==> config.mk <==
export PLATFORM = sky130hd
export DESIGN_NAME = vmul_operand_prep
export DESIGN_NICKNAME = d
export VERILOG_FILES = /design/src/vmul_op_pkg.sv /design/src/vmul_data_pkg.sv /design/src/vmul_operand_prep.sv
export VERILOG_INCLUDE_DIRS = /design/src
export SDC_FILE = /design/constraint.sdc
export NUM_CORES = 1
export LEC_CHECK = 0
export BUFFER_PORTS_ARGS = -buffer_cell sky130_fd_sc_hd__buf_2
export CAP_MARGIN = 0
export CORE_MARGIN = 2
export CORE_UTILIZATION = 50
export CTS_BUF_LIST = sky130_fd_sc_hd__clkbuf_8
export DETAILED_ROUTE_END_ITERATION = 10
export PLACE_DENSITY = 0.82
export SLEW_MARGIN = 20
export SYNTH_ARGS = -nofsm -noshare
export SYNTH_HDL_FRONTEND = slang
export SYNTH_SLANG_ARGS = --single-unit
==> constraint.sdc <==
create_clock -name clk_i -period 0.8 [get_ports clk_i]
set_input_delay 0.16 -clock clk_i [delete_from_list [all_inputs] [get_ports clk_i]]
set_output_delay 0.16 -clock clk_i [all_outputs]
set_load 0.01 [all_outputs]
==> src/vmul_macros.svh <==
`ifndef VMUL_MACROS_SVH
`define VMUL_MACROS_SVH

//////////////////////////////////////////////////
// datapath sizing
//////////////////////////////////////////////////

// operand and result width
`define VMUL_XLEN 64

// number of 8-bit lanes in one operand
`define VMUL_BYTE_LANES 8

// width of the smallest multiplier cell
// all wider lane products are built from these
`define VMUL_BASE_W 8

`endif

==> src/vmul_op_pkg.sv <==
package vmul_op_pkg;

    //////////////////////////////////////////////////
    // operation encodings
    //////////////////////////////////////////////////

    // supported multiply operations
    // the h forms return the high half of the product
    // the w forms return double-width products of the low lanes
    // in the su forms vs2 is signed and vs1 unsigned
    typedef enum logic [2:0] {
        VMUL    = 3'd0,
        VMULH   = 3'd1,
        VMULHU  = 3'd2,
        VMULHSU = 3'd3,
        VWMUL   = 3'd4,
        VWMULU  = 3'd5,
        VWMULSU = 3'd6
    } vmul_op_e;

    // selected element width
    typedef enum logic [1:0] {
        SEW_8  = 2'd0,
        SEW_16 = 2'd1,
        SEW_32 = 2'd2,
        SEW_64 = 2'd3
    } sew_e;

endpackage

==> src/vmul_data_pkg.sv <==
`include "vmul_macros.svh"

package vmul_data_pkg;

    //////////////////////////////////////////////////
    // data shapes
    //////////////////////////////////////////////////

    // one full operand or result vector
    typedef logic [`VMUL_XLEN-1:0] vreg_t;

    // one flag per byte lane
    // bit i set means lane i result must be negated
    typedef logic [`VMUL_BYTE_LANES-1:0] lane_mask_t;

    // one partial product
    // holds a 32x32 product or a slice of packed lane products
    typedef logic [`VMUL_XLEN-1:0] wprod_t;

    // product bank between stage 2 and result assembly
    // narrow widths pack diagonal lane products into the low 128 bits
    // SEW_64 holds lo*lo, lo*hi, hi*lo and hi*hi in entries 0 to 3
    typedef wprod_t [3:0] prod_bank_t;

endpackage

==> src/vmul_operand_prep.sv <==
`timescale 1ns/100ps

`include "vmul_macros.svh"

module vmul_operand_prep (
    input  logic                      clk_i,
    input  logic                      rstn_i,
    input  vmul_op_pkg::vmul_op_e     op_i,
    input  vmul_op_pkg::sew_e         sew_i,
    input  vmul_data_pkg::vreg_t      vs1_i,
    input  vmul_data_pkg::vreg_t      vs2_i,
    output vmul_data_pkg::vreg_t      mag1_o,
    output vmul_data_pkg::vreg_t      mag2_o,
    output vmul_data_pkg::lane_mask_t neg_o,
    output vmul_op_pkg::sew_e         sew_o,
    output logic                      is_high_o,
    output logic                      is_wide_o
);

    import vmul_op_pkg::*;
    import vmul_data_pkg::*;

    //////////////////////////////////////////////////
    // operation decode
    //////////////////////////////////////////////////

    logic src1_signed;
    logic src2_signed;
    logic is_high_d;
    logic is_wide_d;

    // vs1 is unsigned in the su variants
    assign src1_signed = op_i inside {VMUL, VMULH, VWMUL};
    assign src2_signed = op_i inside {VMUL, VMULH, VMULHSU, VWMUL, VWMULSU};
    assign is_high_d   = op_i inside {VMULH, VMULHU, VMULHSU};
    assign is_wide_d   = op_i inside {VWMUL, VWMULU, VWMULSU};

    //////////////////////////////////////////////////
    // lane magnitudes
    //////////////////////////////////////////////////

    vreg_t      mag1_d;
    vreg_t      mag2_d;
    lane_mask_t neg_d;

    // negative signed lanes are negated so the array only sees magnitudes
    always_comb begin
        logic n1;
        logic n2;
        mag1_d = '0;
        mag2_d = '0;
        neg_d  = '0;
        n1     = 1'b0;
        n2     = 1'b0;
        unique case (sew_i)
            SEW_8: begin
                for (int i = 0; i < `VMUL_BYTE_LANES; i++) begin
                    n1 = src1_signed & vs1_i[i*8+7];
                    n2 = src2_signed & vs2_i[i*8+7];
                    neg_d[i] = n1 ^ n2;
                    mag1_d[i*8+:8] = n1 ? (~vs1_i[i*8+:8] + 8'd1) : vs1_i[i*8+:8];
                    mag2_d[i*8+:8] = n2 ? (~vs2_i[i*8+:8] + 8'd1) : vs2_i[i*8+:8];
                end
            end
            SEW_16: begin
                for (int i = 0; i < `VMUL_BYTE_LANES/2; i++) begin
                    n1 = src1_signed & vs1_i[i*16+15];
                    n2 = src2_signed & vs2_i[i*16+15];
                    neg_d[i] = n1 ^ n2;
                    mag1_d[i*16+:16] = n1 ? (~vs1_i[i*16+:16] + 16'd1) : vs1_i[i*16+:16];
                    mag2_d[i*16+:16] = n2 ? (~vs2_i[i*16+:16] + 16'd1) : vs2_i[i*16+:16];
                end
            end
            SEW_32: begin
                for (int i = 0; i < `VMUL_BYTE_LANES/4; i++) begin
                    n1 = src1_signed & vs1_i[i*32+31];
                    n2 = src2_signed & vs2_i[i*32+31];
                    neg_d[i] = n1 ^ n2;
                    mag1_d[i*32+:32] = n1 ? (~vs1_i[i*32+:32] + 32'd1) : vs1_i[i*32+:32];
                    mag2_d[i*32+:32] = n2 ? (~vs2_i[i*32+:32] + 32'd1) : vs2_i[i*32+:32];
                end
            end
            SEW_64: begin
                n1 = src1_signed & vs1_i[63];
                n2 = src2_signed & vs2_i[63];
                neg_d[0] = n1 ^ n2;
                mag1_d = n1 ? (~vs1_i + 64'd1) : vs1_i;
                mag2_d = n2 ? (~vs2_i + 64'd1) : vs2_i;
            end
        endcase
    end

    //////////////////////////////////////////////////
    // stage 1 register
    //////////////////////////////////////////////////

    always_ff @(posedge clk_i or negedge rstn_i) begin
        if (!rstn_i) begin
            mag1_o    <= '0;
            mag2_o    <= '0;
            neg_o     <= '0;
            sew_o     <= SEW_8;
            is_high_o <= 1'b0;
            is_wide_o <= 1'b0;
        end else begin
            mag1_o    <= mag1_d;
            mag2_o    <= mag2_d;
            neg_o     <= neg_d;
            sew_o     <= sew_i;
            is_high_o <= is_high_d;
            is_wide_o <= is_wide_d;
        end
    end

    // width select drives every lane mux and must always be known
    sew_known_a: assert property (
        @(posedge clk_i) disable iff (!rstn_i) !$isunknown(sew_i)
    );

endmodule

==> results.md, run 1 <==
* Status: did not finish
* Exit stage: global routing
* Error: [ERROR DPL-0038] Utilization greater than 100%, impossible to legalize
* Post-Synthesis Cell Area at around 0.011 mm^2
* GRT worst endpoint: mag2_o[49]$_DFF_PN0_/D
* Num CTS Buffers at 17
* Gpl congestion at 0.9994
* # rows at 54
* Die Ht at 154.3 um
* I/O pins at 275
* Async set-reset flop share out of synthesis at 100.0%
* Synth warn at 0
* Root Buffer: clkbuf_8
* CTS max path bufs at 2
* Die Span X at 154.3 um
* EDFF count, synth at 0
* Worst-path end type: register input
* Sequential fraction of the synthesis area at 31.01%
* Placed cell count at 2454
* #FFs+latches synth at 140
* Largest net degree at the start of global routing at 41
* Primary FF master, synth: dfrtp_1
* Dpl ws at -1.719 ns
* Avg Synthesized Cell Area at 7.764 um^2
* Initial Utilization at 51.29%
* Final HPWL DP at 42390 um
* Post-synthesis net count at ~1600
* Mapped Cells at 1455
* Yosys cell types at 84
* Port Buf Inserts at 274
* Clk sinks at 140
* H-Tree Depth at 4
[per-stage QoR]
step | util [%] | area [um^2]
after CTS | 94.22 | 20750
after global placement | 82.28 | 18120
after floorplan | - | 12750
after detailed placement | 82.28 | 18120
[repair_timing]
item                                    CTS
hold buffers                             40
resized for setup                       302
pin swaps                               137
endpoints found under the setup margin  274
setup buffers                            60
endpoints found under the hold margin   179
[synthesized netlist by cell type, types with 8 or more instances]
master    instances  area share [%]
o21ai_0          91             4.0
nor3b_1          10            0.66
mux2i_1          14             1.2
and2_1            8            0.44
o22ai_1          25             1.4
nand3_1          67             3.0
or3_1            23             1.3
dfrtp_1         140              31
o21a_1            8            0.53
a311oi_1          9            0.70
a31oi_1          37             2.0
nor2_1          134             4.5
buf_1            15            0.50
nor4_1           37             2.0
inv_1            45             1.5
and3_1           13            0.72
a21oi_1         107             4.7
nor3_1           76             3.4
a21o_1           10            0.66
nand2b_1         11            0.61
a211o_1           8            0.62
xnor2_1          64             5.0
a22oi_1          11            0.73
o211ai_1         25             1.7
xor2_1           28             2.2
nand2_1         105             3.5
ha_1             16             1.8
clkbuf_1         92             3.1
o311ai_0          8            0.62
a211oi_1         20             1.3
nand4_1          22             1.2
o31ai_1          16             1.1
or4_1            19             1.3
[logic make-up after synthesis]
kind of cell,after synthesis,synth area share (%)
fa+ha+maj,16,1.772
compound gates,454,26.38
xor+xnor,92,7.133
mux,21,1.938
buf+inv,159,5.427
flops,140,31.01
simple gates,573,26.34
==> run 2, diff against run 1 <==
--- a/config.mk
+++ b/config.mk
@@ -9,10 +9,9 @@
 export BUFFER_PORTS_ARGS = -buffer_cell sky130_fd_sc_hd__buf_2
 export CAP_MARGIN = 0
 export CORE_MARGIN = 2
-export CORE_UTILIZATION = 50
-export CTS_BUF_LIST = sky130_fd_sc_hd__clkbuf_8
+export CORE_UTILIZATION = 35
 export DETAILED_ROUTE_END_ITERATION = 10
-export PLACE_DENSITY = 0.82
+export PLACE_DENSITY_LB_ADDON = 0.15
 export SLEW_MARGIN = 20
 export SYNTH_ARGS = -nofsm -noshare
 export SYNTH_HDL_FRONTEND = slang
==> constraint.sdc (replaced) <==
create_clock -name clk_i -period 1.05 [get_ports clk_i]
set_input_delay 0.21 -clock clk_i [delete_from_list [all_inputs] [get_ports clk_i]]
set_output_delay 0.21 -clock clk_i [all_outputs]
set_load 0.01 [all_outputs]
==> run 2 against run 1 <==
The flow now finishes, with violations (setup timing). Area after synthesis stayed put. Synthesized cell count is the same.
==> results.md, run 2 <==
* TNS Setup at -86.55 ns
* Num CTS Buffers at 17 (unchanged)
* Post-layout nets at 2459
* WHS Path Cells at 2
* Sw Share at 32.36%
* Largest regs: mag1_o x64, mag2_o x64, neg_o x8
* Sequential group share of total power at approximately 30%
* Combinational share of power at 36.5%
* Power per Cell Area at roughly 970 mW/mm^2
* Port Buf Inserts at 274 (unchanged)
* Finish-stage setup viols at 273
* Fillers at 2542
* Yosys cell types at 84 (unchanged)
* WP data required at 1.39 ns
* Die area at 0.03373 mm^2
* Async set-reset flop share out of synthesis at 100.0% (unchanged)
* Worst slew margin at 55.11%
* Critical path type: primary input to register
* #FFs+latches synth at 140 (unchanged)
* Die Ht at 183.7 um (+19%)
* H-Tree Depth at 4 (unchanged)
* # rows at 65 (+20%)
* Largest net degree at the start of global routing at 31
* Die Span X at 183.7 um (+19%)
* Vias in the first global route at 15440
* Post-synth top area cell: dfrtp_1
* Slew @ Worst Pin at between 0.6 and 0.7 ns
* Fin area at 0.02181 mm^2
* Layout Cells excl Fill at 2723
* Power share of the clock group at 33.7%
* Initial DRC count at ~1500
* Initial antenna violation count at 1
* Leak pwr at 9.598 nW
* FMAX at 474.9 MHz
* Routed WL at 57370 um
* Worst Path Arrival at 2.45 ns
* Clk slew on worst S/H paths at 0.07 ns
* CTS max path bufs at 2 (unchanged)
* Area occupied by multi-input gates at 0.009455 mm^2
* Commonest non-fill, non-tap cell in the layout: buf_4
* Post-synthesis net count at 1606 (unchanged)
* Hold_ws at approximately 0.015 ns
* Mapped Cells at 1455 (unchanged)
* Gpl congestion at 0.9745 (-2.5%)
* Routed WL per cell at around 21 um
* Post-synth top area share at 31.01% (unchanged)
* Status: complete, but fails checks
* Wire length of the first global-routing pass at roughly 86000 um
* Post-Synthesis Cell Area at 0.01130 mm^2 (unchanged)
* HP Class: primary input to register
* Period Utilization, post-route at 200.5%
* Dpl ws at -1.487 ns (+0.2322 ns)
* Gr usage total at 32.94%
* Count leader, synth: dfrtp_1
* Root Buffer: clkbuf_16
* Core ar. at 0.03164 mm^2
* Pre-Repair DR Iteration Count at 5
* Final Max Slew Viols at 0
* Gr ovfl total at 0
* Maximum vdd drop at 1209 uV
* DR vias at roughly 16000
* Crit-path max FO at 5
* Final Hold Vio Count at 0
* Setup ws final at -1.056 ns
* RSZ-0062 raised after global routing: true
* CTS tree: yes
* I/O pins at 275 (unchanged)
* Top cells by area, synth: dfrtp_1 31%, xnor2_1 5.0%, a21oi_1 4.7%
* EDFF count, synth at 0 (unchanged)
* Net Sw Power at 0.006824 W
* Final ANT Viol Nets at 0
* FF+latch area at ~0.0035 mm^2
* Endpoint class of the critical path: register
* Violated checks: setup timing
* Setup crit start kind: primary input
* Period minus WS final at between 2 and 2.5 ns
* Initial Utilization at 35.71% (-16 points)
* Number of max-cap violations at 0
* Final HPWL DP at 42760 um (+0.89%)
* Hold EP: mag1_o[48]
* Via-to-Cell Ratio at roughly 5.8
* Synth warn at 0 (unchanged)
* Power Internal at 0.01427 W
* Hold_sp: vs1_i[48]
* Cell Area, Placed at 0.01830 mm^2 (+0.98%)
* Residual DRC count at 0
* Most common library cells after synthesis: 140 x dfrtp_1, 134 x nor2_1, 107 x a21oi_1
* Avg Synthesized Cell Area at 7.764 um^2 (unchanged)
* Primary FF master, synth: dfrtp_1
* Clk sinks at 140 (unchanged)
* Area delta synth->final at 93.04%
* Placed cell count at 2591 (+5.6%)
* Sequential fraction of the synthesis area at 31.01% (unchanged)
* Most frequent cells in the layout: 558 x buf_4, 214 x buf_2, 140 x dfrtp_1
* Share of cells above drive strength 1 at a little under three fifths
-- run 2: cell counts after synthesis --
Identical to the previous run, type by type.
-- run 2: area by class of cell --
cell class / count / area share, %
diodes: 1 / 0.01147
well taps: 402 / 2.306
multi-input cells: 1157 / 43.36
clock buffers: 20 / 2.048
flip-flops and latches: 140 / 16.06
clock inverters: 11 / 0.9925
inverters: 46 / 1.188
repair buffers: 946 / 34.03
-- run 2: how the worst max path moves through the flow --
stage | from | slack (ns) | cells past startpoint | end
floorplan | vs2_i[20] | -1.26 | 7 | mag2_o[49]
global route | vs2_i[25] | -1.08 | 9 | mag2_o[35]
detailed placement | vs2_i[22] | -1.49 | 7 | mag2_o[49]
finish | vs2_i[25] | -1.06 | 9 | mag2_o[45]
global placement | vs2_i[22] | -1.48 | 7 | mag2_o[49]
CTS | vs2_i[18] | -0.96 | 9 | mag2_o[35]
-- run 2: repair_timing --
action                     4_1_cts  5_1_grt
hold buffers                     8        0
pin swaps                      148      124
resized for setup              298      167
gates cloned                     1        0
setup buffers                   64       48
setup endpoints to repair      274      273
hold endpoints to repair       147        0
-- run 2: power by group through the flow --
stage                     clock [W]  combinational, W  sequential, W
after floorplan                   0           0.00278        0.00665
after detailed placement          0           0.00653        0.00634
after global placement            0           0.00648        0.00634
after CTS                   0.00720           0.00720        0.00626
after global routing        0.00740           0.00820        0.00633
final                       0.00710           0.00770        0.00629
-- run 2: worst max-delay path, cell delays in order --
cell	delay (ns)
buf_8	0.09
or4_4	0.55
or4_4	0.62
nor4_4	0.17
buf_4	0.17
buf_6	0.12
a21o_1	0.21
o221ai_2	0.12
xor2_1	0.18
-- run 2: metal layers --
layer  GRT usage (%)  up-vias  part of all wire [%]
li1                -     7183                     -
met1           44.13     7675                    42
met2           53.22      720                    47
met3           5.646      130                   7.7
met4           12.26        0                   3.1
met5               0        -                     0
-- run 2: logic make-up (layout without fill, tap and decap cells) --
| family | Yosys count | count (layout) | share of synthesized area [%] |
|---|---|---|---|
| AND/OR/NAND/NOR | 573 | 574 | 26.34 |
| flip-flops | 140 | 140 | 31.01 |
| multiplexers | 21 | 21 | 1.938 |
| AO/OA/AOI/OAI | 454 | 454 | 26.38 |
| other | 0 | 1 | 0 |
| buffers and inverters | 159 | 1023 | 5.427 |
| XOR/XNOR | 92 | 92 | 7.133 |
| adder cells (fa/ha/maj) | 16 | 16 | 1.772 |
-- run 2: per-stage QoR --
step	power, W	utilization [%]
2_1_floorplan	0.009427	-
4_1_cts	0.02065	65.76
3_5_place_dp	0.01287	57.85
5_1_grt	0.02193	68.93
6_report	0.02109	68.93
3_3_place_gp	0.01282	57.85
(Power assumes the default switching activity.)
